==> src/include/lc3_macros.svh <==
`ifndef LC3_MACROS_SVH
`define LC3_MACROS_SVH

// Data path and address width
`define LC3_WORD_W 16

// General register file
`define LC3_REG_COUNT 8
`define LC3_REG_IDX_W 3

// First instruction fetch after reset
`define LC3_RESET_PC 16'h3000

// Opcode field of the instruction word
`define LC3_OPCODE_HI 15
`define LC3_OPCODE_LO 12

`endif

==> src/lc3_pkg.sv <==
package lc3_pkg;

  // LC-3 opcode encodings, dropped codes included for disassembly
  typedef enum logic [3:0] {
    op_br   = 4'b0000,
    op_add  = 4'b0001,
    op_ld   = 4'b0010,
    op_st   = 4'b0011,
    op_jsr  = 4'b0100,
    op_and  = 4'b0101,
    op_ldr  = 4'b0110,
    op_str  = 4'b0111,
    op_rti  = 4'b1000,
    op_not  = 4'b1001,
    op_ldi  = 4'b1010,
    op_sti  = 4'b1011,
    op_jmp  = 4'b1100,
    op_res  = 4'b1101,
    op_lea  = 4'b1110,
    op_trap = 4'b1111
  } opcode_t;

  typedef enum logic [3:0] {
    st_fetch, st_decode, st_execute, st_mem_read, st_mem_write, st_writeback, st_update_pc
  } cycle_state_t;

  typedef enum logic [1:0] {alu_add, alu_and, alu_not, alu_pass} alu_op_t;
  typedef enum logic [1:0] {wb_alu, wb_mem, wb_addr} wb_sel_t;      // Writeback source
  typedef enum logic {base_next_pc, base_reg} addr_base_t;         // Address adder base
  typedef enum logic [1:0] {off_9, off_6, off_zero} offset_sel_t;

  typedef struct packed {
    logic n;
    logic z;
    logic p;
  } cond_t;

  typedef struct packed {
    alu_op_t     alu_op;
    logic        use_imm;    // imm5 as second ALU operand
    wb_sel_t     wb_sel;
    addr_base_t  addr_base;
    offset_sel_t offset_sel;
    logic        reg_write;  // Register write this cycle
    logic        set_cc;     // Update n/z/p with the write
    logic        branch;     // BR or JMP
  } ctrl_t;

endpackage

==> src/mem_req_if.sv <==
`timescale 1ns/100ps
`include "lc3_macros.svh"

// One requester's view of the shared memory port
interface mem_req_if;
  logic                   req;    // Held until done
  logic                   we;     // High for a write
  logic [`LC3_WORD_W-1:0] addr;
  logic [`LC3_WORD_W-1:0] wdata;
  logic [`LC3_WORD_W-1:0] rdata;  // Valid with done
  logic                   done;   // Single cycle completion

  modport requester (
    output req, we, addr, wdata,
    input  rdata, done
  );

  modport arbiter (
    input  req, we, addr, wdata,
    output rdata, done
  );
endinterface

==> src/lc3_fetch.sv <==
`timescale 1ns/100ps
`include "lc3_macros.svh"

module lc3_fetch (
  input  logic                   clock,
  input  logic                   reset,
  input  logic                   fetch_start,
  input  logic                   pc_load,
  input  logic                   branch_taken,
  input  logic [`LC3_WORD_W-1:0] target,
  output logic [`LC3_WORD_W-1:0] next_pc,
  output logic [`LC3_WORD_W-1:0] instr,
  output logic                   instr_valid,
  mem_req_if.requester           mem
);

  logic [`LC3_WORD_W-1:0] pc;
  logic                   req_q;

  assign next_pc = pc + 1'b1;

  always_ff @(posedge clock or posedge reset)
  begin
    if (reset)
    begin
      pc    <= `LC3_RESET_PC;
      req_q <= 1'b0;
    end
    else
    begin
      if (pc_load)
        pc <= branch_taken ? target : next_pc;  // Redirect or step
      if (fetch_start)
        req_q <= 1'b1;
      else if (mem.done)
        req_q <= 1'b0;                           // Drop after completion
    end
  end

  assign mem.req   = req_q;
  assign mem.we    = 1'b0;                        // Fetch only reads
  assign mem.addr  = pc;
  assign mem.wdata = '0;

  assign instr_valid = mem.done;
  assign instr       = mem.rdata;  // Word visible in done cycle

endmodule

==> src/lc3_data_access.sv <==
`timescale 1ns/100ps
`include "lc3_macros.svh"

module lc3_data_access (
  input  logic                   clock,
  input  logic                   reset,
  input  logic                   access_start,
  input  logic                   access_write,
  input  logic [`LC3_WORD_W-1:0] access_addr,
  input  logic [`LC3_WORD_W-1:0] store_data,
  output logic [`LC3_WORD_W-1:0] load_data,
  output logic                   access_done,
  mem_req_if.requester           mem
);

  logic                   req_q;
  logic                   we_q;
  logic [`LC3_WORD_W-1:0] addr_q;   // Address latched at start
  logic [`LC3_WORD_W-1:0] wdata_q;

  always_ff @(posedge clock or posedge reset)
  begin
    if (reset)
    begin
      req_q <= 1'b0;
      we_q  <= 1'b0;
    end
    else if (access_start)
    begin
      req_q <= 1'b1;
      we_q  <= access_write;
    end
    else if (mem.done)
      req_q <= 1'b0;
  end

  always_ff @(posedge clock)
  begin
    if (access_start)
    begin
      addr_q  <= access_addr;
      wdata_q <= store_data;
    end
    if (mem.done && !we_q)
      load_data <= mem.rdata;  // Held for writeback
  end

  assign mem.req   = req_q;
  assign mem.we    = we_q;
  assign mem.addr  = addr_q;
  assign mem.wdata = wdata_q;

  assign access_done = mem.done;

endmodule

==> src/lc3_bus_arbiter.sv <==
`timescale 1ns/100ps
`include "lc3_macros.svh"

module lc3_bus_arbiter (
  input  logic                   clock,
  input  logic                   reset,
  mem_req_if.arbiter             fetch_port,
  mem_req_if.arbiter             data_port,
  output logic                   mem_req,
  output logic                   mem_we,
  output logic [`LC3_WORD_W-1:0] mem_addr,
  output logic [`LC3_WORD_W-1:0] mem_wdata,
  input  logic [`LC3_WORD_W-1:0] mem_rdata,
  input  logic                   mem_done
);

  logic busy;        // Transaction in flight
  logic grant_data;  // Owner of the in-flight transaction
  logic sel_data;    // Current owner is data access

  // Data access wins a fresh arbitration, grant is kept while busy
  assign sel_data = busy ? grant_data : data_port.req;

  assign mem_req   = sel_data ? data_port.req   : fetch_port.req;
  assign mem_we    = sel_data ? data_port.we    : fetch_port.we;
  assign mem_addr  = sel_data ? data_port.addr  : fetch_port.addr;
  assign mem_wdata = sel_data ? data_port.wdata : fetch_port.wdata;

  // Completion only to the owner
  assign data_port.done   = mem_done && sel_data;
  assign fetch_port.done  = mem_done && !sel_data;
  assign data_port.rdata  = sel_data ? mem_rdata : '0;
  assign fetch_port.rdata = sel_data ? '0 : mem_rdata;

  always_ff @(posedge clock or posedge reset)
  begin
    if (reset)
    begin
      busy       <= 1'b0;
      grant_data <= 1'b0;
    end
    else
    begin
      busy       <= mem_req && !mem_done;  // Re-arbitrate after done
      grant_data <= sel_data;
    end
  end

endmodule

==> src/lc3_control.sv <==
`timescale 1ns/100ps
`include "lc3_macros.svh"

module lc3_control (
  input  logic                     clock,
  input  logic                     reset,
  input  logic [`LC3_WORD_W-1:0]   instr,
  input  logic                     instr_valid,
  input  logic                     access_done,
  input  lc3_pkg::cond_t           cond,
  output logic                     fetch_start,
  output logic                     access_start,
  output logic                     access_write,
  output logic                     pc_load,
  output logic                     branch_taken,
  output lc3_pkg::ctrl_t           ctrl,
  output logic [`LC3_REG_IDX_W-1:0] dst_idx,
  output logic [`LC3_REG_IDX_W-1:0] src1_idx,
  output logic [`LC3_REG_IDX_W-1:0] src2_idx,
  output logic [`LC3_WORD_W-1:0]   imm
);

  lc3_pkg::cycle_state_t  state;
  lc3_pkg::opcode_t       opcode;
  lc3_pkg::ctrl_t         dec;       // Decode before state gating
  logic [`LC3_WORD_W-1:0] ir;
  logic                   running;   // Set after the first cycle out of reset
  logic                   is_load;
  logic                   is_store;
  logic                   is_valid;  // Supported opcode

  assign opcode = lc3_pkg::opcode_t'(ir[`LC3_OPCODE_HI:`LC3_OPCODE_LO]);

  always_comb
  begin
    dec.alu_op     = lc3_pkg::alu_pass;
    dec.use_imm    = 1'b0;
    dec.wb_sel     = lc3_pkg::wb_alu;
    dec.addr_base  = lc3_pkg::base_next_pc;
    dec.offset_sel = lc3_pkg::off_zero;
    dec.reg_write  = 1'b0;
    dec.set_cc     = 1'b0;
    dec.branch     = 1'b0;
    is_load        = 1'b0;
    is_store       = 1'b0;
    is_valid       = 1'b1;
    case (opcode)
      lc3_pkg::op_add, lc3_pkg::op_and, lc3_pkg::op_not:
      begin
        dec.alu_op    = (opcode == lc3_pkg::op_add) ? lc3_pkg::alu_add :
                        (opcode == lc3_pkg::op_and) ? lc3_pkg::alu_and : lc3_pkg::alu_not;
        dec.use_imm   = ir[5] && (opcode != lc3_pkg::op_not);  // Immediate form
        dec.reg_write = 1'b1;
        dec.set_cc    = 1'b1;
      end
      lc3_pkg::op_br:
      begin
        dec.offset_sel = lc3_pkg::off_9;  // PC relative target
        dec.branch     = 1'b1;
      end
      lc3_pkg::op_jmp:
      begin
        dec.addr_base = lc3_pkg::base_reg;  // BaseR plus zero, RET too
        dec.branch    = 1'b1;
      end
      lc3_pkg::op_ld, lc3_pkg::op_ldr, lc3_pkg::op_lea:
      begin
        dec.addr_base  = (opcode == lc3_pkg::op_ldr) ? lc3_pkg::base_reg : lc3_pkg::base_next_pc;
        dec.offset_sel = (opcode == lc3_pkg::op_ldr) ? lc3_pkg::off_6 : lc3_pkg::off_9;
        dec.wb_sel     = (opcode == lc3_pkg::op_lea) ? lc3_pkg::wb_addr : lc3_pkg::wb_mem;
        dec.reg_write  = 1'b1;
        dec.set_cc     = 1'b1;
        is_load        = (opcode != lc3_pkg::op_lea);
      end
      lc3_pkg::op_st, lc3_pkg::op_str:
      begin
        dec.addr_base  = (opcode == lc3_pkg::op_str) ? lc3_pkg::base_reg : lc3_pkg::base_next_pc;
        dec.offset_sel = (opcode == lc3_pkg::op_str) ? lc3_pkg::off_6 : lc3_pkg::off_9;
        is_store       = 1'b1;
      end
      default:
        is_valid = 1'b0;  // JSR, LDI, STI, RTI, TRAP, reserved
    endcase
  end

  // Sign extended operand chosen by the decoded offset
  always_comb
  begin
    case (dec.offset_sel)
      lc3_pkg::off_9: imm = {{(`LC3_WORD_W-9){ir[8]}}, ir[8:0]};
      lc3_pkg::off_6: imm = {{(`LC3_WORD_W-6){ir[5]}}, ir[5:0]};
      default:        imm = dec.use_imm ? {{(`LC3_WORD_W-5){ir[4]}}, ir[4:0]} : '0;
    endcase
  end

  assign dst_idx  = ir[11:9];
  assign src1_idx = ir[8:6];                      // SR1 or BaseR
  assign src2_idx = is_store ? ir[11:9] : ir[2:0];  // SR for stores

  // Register write only in the writeback cycle
  always_comb
  begin
    ctrl           = dec;
    ctrl.reg_write = dec.reg_write && (state == lc3_pkg::st_writeback);
  end

  assign access_write = is_store;
  assign pc_load      = (state == lc3_pkg::st_update_pc);
  assign branch_taken = dec.branch && ((opcode == lc3_pkg::op_jmp) || |(ir[11:9] & cond));

  always_ff @(posedge clock or posedge reset)
  begin
    if (reset)
    begin
      state        <= lc3_pkg::st_fetch;
      running      <= 1'b0;
      fetch_start  <= 1'b0;
      access_start <= 1'b0;
    end
    else
    begin
      running      <= 1'b1;
      fetch_start  <= !running || (state == lc3_pkg::st_update_pc);  // First fetch and each next
      access_start <= (state == lc3_pkg::st_execute) && (is_load || is_store);
      case (state)
        lc3_pkg::st_fetch:
          if (instr_valid)
            state <= lc3_pkg::st_decode;
        lc3_pkg::st_decode:
          state <= is_valid ? lc3_pkg::st_execute : lc3_pkg::st_update_pc;  // No-op skip
        lc3_pkg::st_execute:
          if (dec.branch)
            state <= lc3_pkg::st_update_pc;
          else if (is_load)
            state <= lc3_pkg::st_mem_read;
          else if (is_store)
            state <= lc3_pkg::st_mem_write;
          else
            state <= lc3_pkg::st_writeback;
        lc3_pkg::st_mem_read:
          if (access_done)
            state <= lc3_pkg::st_writeback;
        lc3_pkg::st_mem_write:
          if (access_done)
            state <= lc3_pkg::st_update_pc;
        lc3_pkg::st_writeback:
          state <= lc3_pkg::st_update_pc;
        default:
          state <= lc3_pkg::st_fetch;
      endcase
    end
  end

  always_ff @(posedge clock)
  begin
    if (state == lc3_pkg::st_fetch && instr_valid)
      ir <= instr;  // Instruction register
  end

endmodule

==> src/lc3_datapath.sv <==
`timescale 1ns/100ps
`include "lc3_macros.svh"

module lc3_datapath (
  input  logic                      clock,
  input  logic                      reset,
  input  lc3_pkg::ctrl_t            ctrl,
  input  logic [`LC3_REG_IDX_W-1:0] dst_idx,
  input  logic [`LC3_REG_IDX_W-1:0] src1_idx,
  input  logic [`LC3_REG_IDX_W-1:0] src2_idx,
  input  logic [`LC3_WORD_W-1:0]    imm,
  input  logic [`LC3_WORD_W-1:0]    next_pc,
  input  logic [`LC3_WORD_W-1:0]    load_data,
  output logic [`LC3_WORD_W-1:0]    addr_out,
  output logic [`LC3_WORD_W-1:0]    store_data,
  output lc3_pkg::cond_t            cond
);

  logic [`LC3_WORD_W-1:0] regs [`LC3_REG_COUNT];
  logic [`LC3_WORD_W-1:0] src1_val;
  logic [`LC3_WORD_W-1:0] src2_val;
  logic [`LC3_WORD_W-1:0] alu_b;      // Second ALU operand
  logic [`LC3_WORD_W-1:0] alu_out;
  logic [`LC3_WORD_W-1:0] offset;
  logic [`LC3_WORD_W-1:0] base;
  logic [`LC3_WORD_W-1:0] wb_data;

  assign src1_val   = regs[src1_idx];
  assign src2_val   = regs[src2_idx];
  assign store_data = src2_val;  // ST and STR source

  assign alu_b = ctrl.use_imm ? imm : src2_val;

  always_comb
  begin
    case (ctrl.alu_op)
      lc3_pkg::alu_add: alu_out = src1_val + alu_b;
      lc3_pkg::alu_and: alu_out = src1_val & alu_b;
      lc3_pkg::alu_not: alu_out = ~src1_val;
      default:          alu_out = src1_val;  // Pass through
    endcase
  end

  // Address adder for loads, stores, LEA and jump targets
  always_comb
  begin
    case (ctrl.offset_sel)
      lc3_pkg::off_9, lc3_pkg::off_6: offset = imm;
      default:                        offset = '0;
    endcase
  end

  assign base     = (ctrl.addr_base == lc3_pkg::base_reg) ? src1_val : next_pc;
  assign addr_out = base + offset;

  always_comb
  begin
    case (ctrl.wb_sel)
      lc3_pkg::wb_mem:  wb_data = load_data;
      lc3_pkg::wb_addr: wb_data = addr_out;   // LEA
      default:          wb_data = alu_out;
    endcase
  end

  always_ff @(posedge clock or posedge reset)
  begin
    if (reset)
    begin
      for (int i = 0; i < `LC3_REG_COUNT; i++)
        regs[i] <= '0;
      cond <= '{n: 1'b0, z: 1'b1, p: 1'b0};  // Zero after reset
    end
    else if (ctrl.reg_write)
    begin
      regs[dst_idx] <= wb_data;
      if (ctrl.set_cc)
      begin
        cond.n <= wb_data[`LC3_WORD_W-1];
        cond.z <= (wb_data == '0);
        cond.p <= !wb_data[`LC3_WORD_W-1] && (wb_data != '0);
      end
    end
  end

endmodule

==> src/simple_lc3.sv <==
`timescale 1ns/100ps
`include "lc3_macros.svh"

module simple_lc3 (
  input  logic                   clock,
  input  logic                   reset,
  output logic                   mem_req,
  output logic                   mem_we,
  output logic [`LC3_WORD_W-1:0] mem_addr,
  output logic [`LC3_WORD_W-1:0] mem_wdata,
  input  logic [`LC3_WORD_W-1:0] mem_rdata,
  input  logic                   mem_done
);

  logic                      fetch_start;
  logic                      pc_load;
  logic                      branch_taken;
  logic [`LC3_WORD_W-1:0]    next_pc;
  logic [`LC3_WORD_W-1:0]    instr;
  logic                      instr_valid;
  logic                      access_start;
  logic                      access_write;
  logic                      access_done;
  logic [`LC3_WORD_W-1:0]    load_data;
  logic [`LC3_WORD_W-1:0]    store_data;
  logic [`LC3_WORD_W-1:0]    addr_out;  // Data address, LEA value, jump target
  logic [`LC3_WORD_W-1:0]    imm;
  logic [`LC3_REG_IDX_W-1:0] dst_idx;
  logic [`LC3_REG_IDX_W-1:0] src1_idx;
  logic [`LC3_REG_IDX_W-1:0] src2_idx;
  lc3_pkg::ctrl_t            ctrl;
  lc3_pkg::cond_t            cond;

  mem_req_if fetch_bus ();
  mem_req_if data_bus ();

  lc3_fetch u_fetch (
    .clock, .reset, .fetch_start, .pc_load, .branch_taken,
    .target (addr_out), .next_pc, .instr, .instr_valid, .mem (fetch_bus.requester)
  );

  lc3_data_access u_data_access (
    .clock, .reset, .access_start, .access_write, .access_addr (addr_out),
    .store_data, .load_data, .access_done, .mem (data_bus.requester)
  );

  lc3_bus_arbiter u_arbiter (
    .clock, .reset, .fetch_port (fetch_bus.arbiter), .data_port (data_bus.arbiter),
    .mem_req, .mem_we, .mem_addr, .mem_wdata, .mem_rdata, .mem_done
  );

  lc3_control u_control (
    .clock, .reset, .instr, .instr_valid, .access_done, .cond,
    .fetch_start, .access_start, .access_write, .pc_load, .branch_taken,
    .ctrl, .dst_idx, .src1_idx, .src2_idx, .imm
  );

  lc3_datapath u_datapath (
    .clock, .reset, .ctrl, .dst_idx, .src1_idx, .src2_idx, .imm,
    .next_pc, .load_data, .addr_out, .store_data, .cond
  );

endmodule

==> config.mk <==
export PLATFORM = sky130hd
export DESIGN_NAME = simple_lc3
export DESIGN_NICKNAME = d
export VERILOG_FILES = /design/src/lc3_pkg.sv /design/src/mem_req_if.sv /design/src/lc3_fetch.sv /design/src/lc3_data_access.sv /design/src/lc3_bus_arbiter.sv /design/src/lc3_control.sv /design/src/lc3_datapath.sv /design/src/simple_lc3.sv
export VERILOG_INCLUDE_DIRS = /design/src /design/src/include
export SDC_FILE = /design/constraint.sdc
export NUM_CORES = 1
export LEC_CHECK = 0
export BUFFER_PORTS_ARGS = -buffer_cell sky130_fd_sc_hd__buf_2
export CORE_MARGIN = 2
export CORE_UTILIZATION = 55
export CTS_CLUSTER_DIAMETER = 120
export DETAILED_ROUTE_END_ITERATION = 6
export PLACE_DENSITY = 0.79
export SLEW_MARGIN = 20
export SYNTH_ARGS = -nofsm -noshare
export SYNTH_HDL_FRONTEND = slang
export SYNTH_HIERARCHICAL = 1
export SYNTH_SLANG_ARGS = --single-unit
==> constraint.sdc <==
create_clock -name clock -period 12.9 [get_ports clock]
set_clock_uncertainty 0.1 [all_clocks]
set_input_delay 1.935 -clock clock [delete_from_list [all_inputs] [get_ports clock]]
set_output_delay 1.935 -clock clock [all_outputs]
set_load 0.05 [all_outputs]
# Word-level counts from Yosys, hierarchy flattened

Index checks and enable logic that the tools add are counted.
Widths: inputs -> output; s select.

Bits in registers: 223
Output and inout port bits: 34
Word-level logic and storage cells: 151

Add/subtract/negate cells: 3
Magnitude comparators: 4
Equality and inequality tests: 25
Multiplexer cells: 51
Bitwise operators: 6
Reductions and logical operators: 37

Operator list:

| cell                  | count |
|---|---|
| $mux 16               | 12 |
| $bwmux 128            | 1 |
| $bmux 16 s3           | 2 |
| $pmux 16 s2           | 2 |
| $demux 16 s3          | 1 |
| $pmux 16 s3           | 1 |
| $add 16x16->16        | 2 |
| $eq 4x3->1 const B    | 6 |
| $pmux 4 s6            | 1 |
| $mux 4                | 5 |
| $add 16x1->16 const B | 1 |
| $and 16x16->16        | 1 |
| $eq 4x2->1 const B    | 4 |
| $logic_not 16->1      | 1 |
| $mux 1                | 16 |
| $not 16->16           | 1 |
| $reduce_bool 16->1    | 1 |
| $eq 4x4->1 const B    | 3 |
| $ge 4x4->1 const B    | 3 |
| $not 3->4             | 3 |
| $logic_and 1x1->1     | 11 |
| $mux 2                | 5 |
| $reduce_or 10->1      | 1 |
| $mux 3                | 3 |
| other kinds (20)      | 39 |

# Depth between registers and ports, before layout

Depth in word-level cells: 14
Mapped depth: 20
Gate-level depth less buffers: 17

# By module

The synthesis kept the hierarchy.

Modules (own cells, without submodules):

| module          | times used | cells an instance | area an instance (um^2) | seq. area each (um^2) |
|---|---|---|---|---|
| lc3_datapath    | 1          | 969               | 9,444.1                 | 3,279.4 |
| lc3_data_access | 1          | 56                | 1,534.0                 | 1,491.4 |
| lc3_fetch       | 1          | 178               | 1,482.7                 | 427.9 |
| lc3_control     | 1          | 118               | 1,253.7                 | 630.6 |
| lc3_bus_arbiter | 1          | 84                | 758.2                   | 50.0 |

# Worst setup path before layout

OpenSTA, ideal clock, no wires.

Path kind: reg2reg
Start point: register u_control.ir[15]
End point: register, netlist name u_datapath/cond[0]
Setup time: 121 ps
Data arrival time: 5,443 ps
Data required time: 12,679 ps
Slack: 7,236 ps
Cell stages (with the launch flop): 20
Clock period less this slack: 5,664 ps
Cell sequence: edfxtp_1 -> buf_4 -> nand3b_1 -> mux2_2 -> clkbuf_1 -> buf_1 -> mux4_2 -> mux2_2 -> mux2_2 -> ha_1 -> fa_1 -> a21oi_1 -> o211a_1 -> o32ai_1 -> and3_1 -> a211o_1 -> a211oi_1 -> o2111a_1 -> nand4_1 -> a22o_1

Word-level cells in the longest chain between the ends: 14
Elaborated cells on any way between the ends: 57
Classes of those cells: 2 x add/sub; 15 x eq/ne; 24 x mux; 2 x bitwise; 14 x reduce/logical

Ends and longest elaborated chain:

| what                                                  | RTL line                               | RTL |
|---|---|---|
| from (decl)                                           | lc3_control.sv:26                      | `` logic [`LC3_WORD_W-1:0] ir; `` |
| from (signal assigned)                                | lc3_control.sv:157                     | `ir <= instr;` |
| $eq 4x2->1 or $eq 4x3->1 (tied branches)              | lc3_control.sv:47                      | `case (opcode)` |
| $reduce_or 2->1 *                                     | lc3_control.sv:47                      |  |
| $mux 1 *                                              | lc3_control.sv:47                      |  |
| $mux 3 *                                              | lc3_control.sv:98                      | `assign src2_idx = is_store ? ir[11:9] : ir[2:0];` |
| via src2_idx[0]                                       | simple_lc3.sv:30                       | `` logic [`LC3_REG_IDX_W-1:0] src2_idx; `` |
| $not 3->4 (not written as such) *                     | lc3_datapath.sv:29                     | `assign src2_val = regs[src2_idx];` |
| $bmux 16 s3 *                                         | lc3_datapath.sv:29                     |  |
| $mux 16 (not written as such) * (2 in a row)          | lc3_datapath.sv:29                     |  |
| via store_data[0]                                     | simple_lc3.sv:25                       | `` logic [`LC3_WORD_W-1:0] store_data; `` |
| $mux 16 *                                             | lc3_datapath.sv:32                     | `assign alu_b = ctrl.use_imm ? imm : src2_val;` |
| $add 16x16->16 or $and 16x16->16 (tied branches)      | lc3_datapath.sv:37, lc3_datapath.sv:38 |  |
| $pmux 16 s3 *                                         | lc3_datapath.sv:36                     | `case (ctrl.alu_op)` |
| $pmux 16 s2 *                                         | lc3_datapath.sv:58                     | `case (ctrl.wb_sel)` |
| $reduce_bool 16->1 or $logic_not 1->1 (tied branches) | lc3_datapath.sv:80                     | `` cond.p <= !wb_data[`LC3_WORD_W-1] && (wb_data != '0); `` |
| $logic_and 1x1->1 *                                   | lc3_datapath.sv:80                     |  |

The timed path passes the listed nets; every way through them passes the cells marked *. The select of a mux whose other input is x is not followed.
A chain may end at the register's enable or synchronous reset.

# Final worst setup path

Start point: register u_control.ir[15]
End point: register, netlist name u_datapath/cond[0]

Word-level cells in the longest chain between the ends: 14
Elaborated cells on any way between the ends: 57
Classes of those cells: 2 x add/sub; 15 x eq/ne; 24 x mux; 2 x bitwise; 14 x reduce/logical

Ends and longest elaborated chain:

| what                                                  | RTL line |
|---|---|
| $eq 4x2->1 or $eq 4x3->1 (tied branches)              | lc3_control.sv:47 |
| $reduce_or 2->1 *                                     | lc3_control.sv:47 |
| $mux 1 *                                              | lc3_control.sv:47 |
| $mux 3 *                                              | lc3_control.sv:98 |
| via src2_idx[0]                                       | simple_lc3.sv:30 |
| $not 3->4 (not written as such) *                     | lc3_datapath.sv:29 |
| $bmux 16 s3 *                                         | lc3_datapath.sv:29 |
| $mux 16 (not written as such) * (2 in a row)          | lc3_datapath.sv:29 |
| via store_data[0]                                     | simple_lc3.sv:25 |
| $mux 16 *                                             | lc3_datapath.sv:32 |
| $add 16x16->16 or $and 16x16->16 (tied branches)      | lc3_datapath.sv:37, lc3_datapath.sv:38 |
| $pmux 16 s3 *                                         | lc3_datapath.sv:36 |
| $pmux 16 s2 *                                         | lc3_datapath.sv:58 |
| $reduce_bool 16->1 or $logic_not 1->1 (tied branches) | lc3_datapath.sv:80 |
| $logic_and 1x1->1 *                                   | lc3_datapath.sv:80 |

Marks and branches as above.

==> reports/metrics.csv <==
stage,metric,value,unit
timing,Fin Hold WS,0.329,ns
final_layout,footprint of the multi-input gates,0.00770,sq mm
job,maxcap violations,0,
final_layout,"most common cell after layout, fill and taps aside",nand2_1,
final_layout,final instance area,0.0154,sq mm
final_layout,"commonest cells after routing, fill and taps aside","nand2_1 (175), dfrtp_1 (155), o21ai_0 (146)",
final_layout,Register Area,0.00588,sq mm
cts,post-CTS setup buffer count,0,
cts,Post-CTS Resized,0,
cts,Longest Clk Path Bufs,3,
setup_path,crit path capture type,flip-flop,
global_routing,initial antenna violation count,1,
synthesis,Synth warnings,6,
die,Ports,53,
cts,Clock transition at path regs,0.06,ns
routing,drt wl/cell,21.8,um
timing,Slew headroom,0.337,
cts,CTS sink count,222,
setup_path,Worst EP arrival,6.70,ns
routing,Post-DRT Antenna Nets,0,
placement,Area after DPL,0.0145,sq mm
routing,DRT Pass-1 Iters,6,
final_layout,share of cells above drive strength 1,0.201,
routing,Vias,11100,
final_layout,area grow syn2layout,6.36,%
synthesis,Gate Count Post-Synth,1404,
final_layout,"Cell Count, Final, Fillers Out",1733,
global_routing,global route overflow,0,
placement,HPWL Detailed,26300,um
setup_path,crit-path max FO,32,
cts,"Clk Latency, worst-skew pair",0.53,ns
cts,CTS tree,done,
placement,PortBufs,52,
worst_hold_path,worst hold path class,reg2reg,
timing,"Worst Setup Slack, final",6.53,ns
setup_path,"Req. time, crit path",13.22,ns
cts,CTS root buf,clkbuf_16,
die,Die ar.,0.0276,sq mm
global_routing,largest net degree at the start of global routing,75,
placement,placed insts,1688,
timing,Final Hold Viols,0,
die,Die X,166,um
timing,Max Fclk,157,MHz
routing,post-DR vias/cell,6.42,
timing,Tightest Pin Transition,0.995,ns
routing,Iter 0 DRT Violations,1094,
timing,"Period Utilization, post-route",0.494,
synthesis,"Cell Area, Synth",0.0145,sq mm
timing,Tmin final,6.37,ns
setup_path,kind of critical path,reg2reg,
timing,Total Neg Setup Slack,0,ns
global_routing,GRT Total Usage,0.273,
cts,Num CTS Buffers,24,
power,maximum VDD drop,0.000169,V
synthesis,syn avg cell area,10.3,sq um
final_layout,number of diodes,0,
timing,Slew Limit Fails,0,
final_layout,Nets,1435,
die,row cnt,59,
power,Leak Pwr,6.50,nW
cts,Post-CTS Hold Buffers,0,
final_layout,fill count,2148,
placement,post-place setup slack,6.39,ns
die,core area,0.0259,sq mm
routing,Routed WL,37800,um
power,PD cells,222,mW/mm^2
global_routing,vias in the first global route,10800,
routing,DRC Markers,0,
placement,gpl congestion,0.983,
timing,RSZ-0062 raised after global routing,false,
cts,H-tree Lvls,1,
die,die height,166,um
setup_path,CP startpoint kind,flip-flop,
die,initial core utilization,0.558,
timing,final setup vio count,0,
global_routing,first-pass GRT wire length,59900,um
run_status,outcome,"complete, no violations",
power by group:
group	total (mW)	switching (mW)	internal, mW
registers	1.13	0.178	0.947
clock network	0.703	0.283	0.421
logic	1.59	0.967	0.621
total	3.42	1.43	1.99
flip-flops by register name, summed over array words and instances, names as in the netlist:
signal / count
u_arbiter/grant_data: 1
u_data_access/mem.wdata: 16
u_datapath/regs: 128
u_data_access/load_data: 16
u_data_access/mem.req: 1
u_data_access/mem.addr: 16
u_control/access_start: 1
u_control/running: 1
u_data_access/mem.we: 1
u_datapath/cond: 3
u_control/fetch_start: 1
u_fetch/mem.req: 1
u_fetch/mem.addr: 16
u_control/state: 3
u_control/ir: 16
u_arbiter/busy: 1
per-layer routing:
layer	track usage	part of all wire	routed length (um)	up-vias
met1	0.375	0.41	15600	5486
met4	0.0888	0.035	1340	0
met2	0.438	0.46	17600	515
li1	-	-	-	5025
met3	0.0572	0.088	3310	102
met5	0	0	0	-
critical path, stage by stage, from the launching register on:
cell	delay (ns)
edfxtp_1	0.63
nand3b_1	0.36
mux2_2	0.29
buf_4	0.52
mux4_2	0.58
mux2_2	0.28
mux2_2	0.27
ha_1	0.27
fa_1	0.50
a21oi_1	0.26
o211a_1	0.27
o32ai_1	0.16
and3_1	0.19
a211o_1	0.28
a211oi_2	0.54
o2111a_1	0.31
nand4_1	0.17
a22o_1	0.27
worst paths after layout:
kind / startpoint / endpoint / slack (ns) / cells after the start
worst max-delay path: u_control/ir[15] / u_datapath/cond[0] / 6.53 / 17
worst min-delay path: u_control/fetch_start / u_fetch/mem.req / 0.33 / 1
worst max register to register: u_control/ir[15] / u_datapath/cond[0] / 6.53 / 17
worst min register to register: u_control/fetch_start / u_fetch/mem.req / 0.33 / 1
max in group asynchronous: reset / u_datapath/regs[96] / 9.78 / 3
min in group asynchronous: reset / u_arbiter/busy / 1.22 / 2
final cells by class:
type | count | area share
tap | 335 | 0.0272
inverter | 39 | 0.00968
clock inverter | 13 | 0.00732
timing repair buffer | 72 | 0.0278
sequential | 222 | 0.382
clock buffer | 31 | 0.0455
multi-input combinational | 1021 | 0.500
per-stage QoR:
stage                     utilization  power, mW
after CTS                       0.593       3.40
final                           0.594       3.42
after detailed placement        0.561       2.69
after global routing            0.594       3.61
after floorplan                     -       2.36
after global placement          0.561       2.63
(Power assumes the default switching activity.)
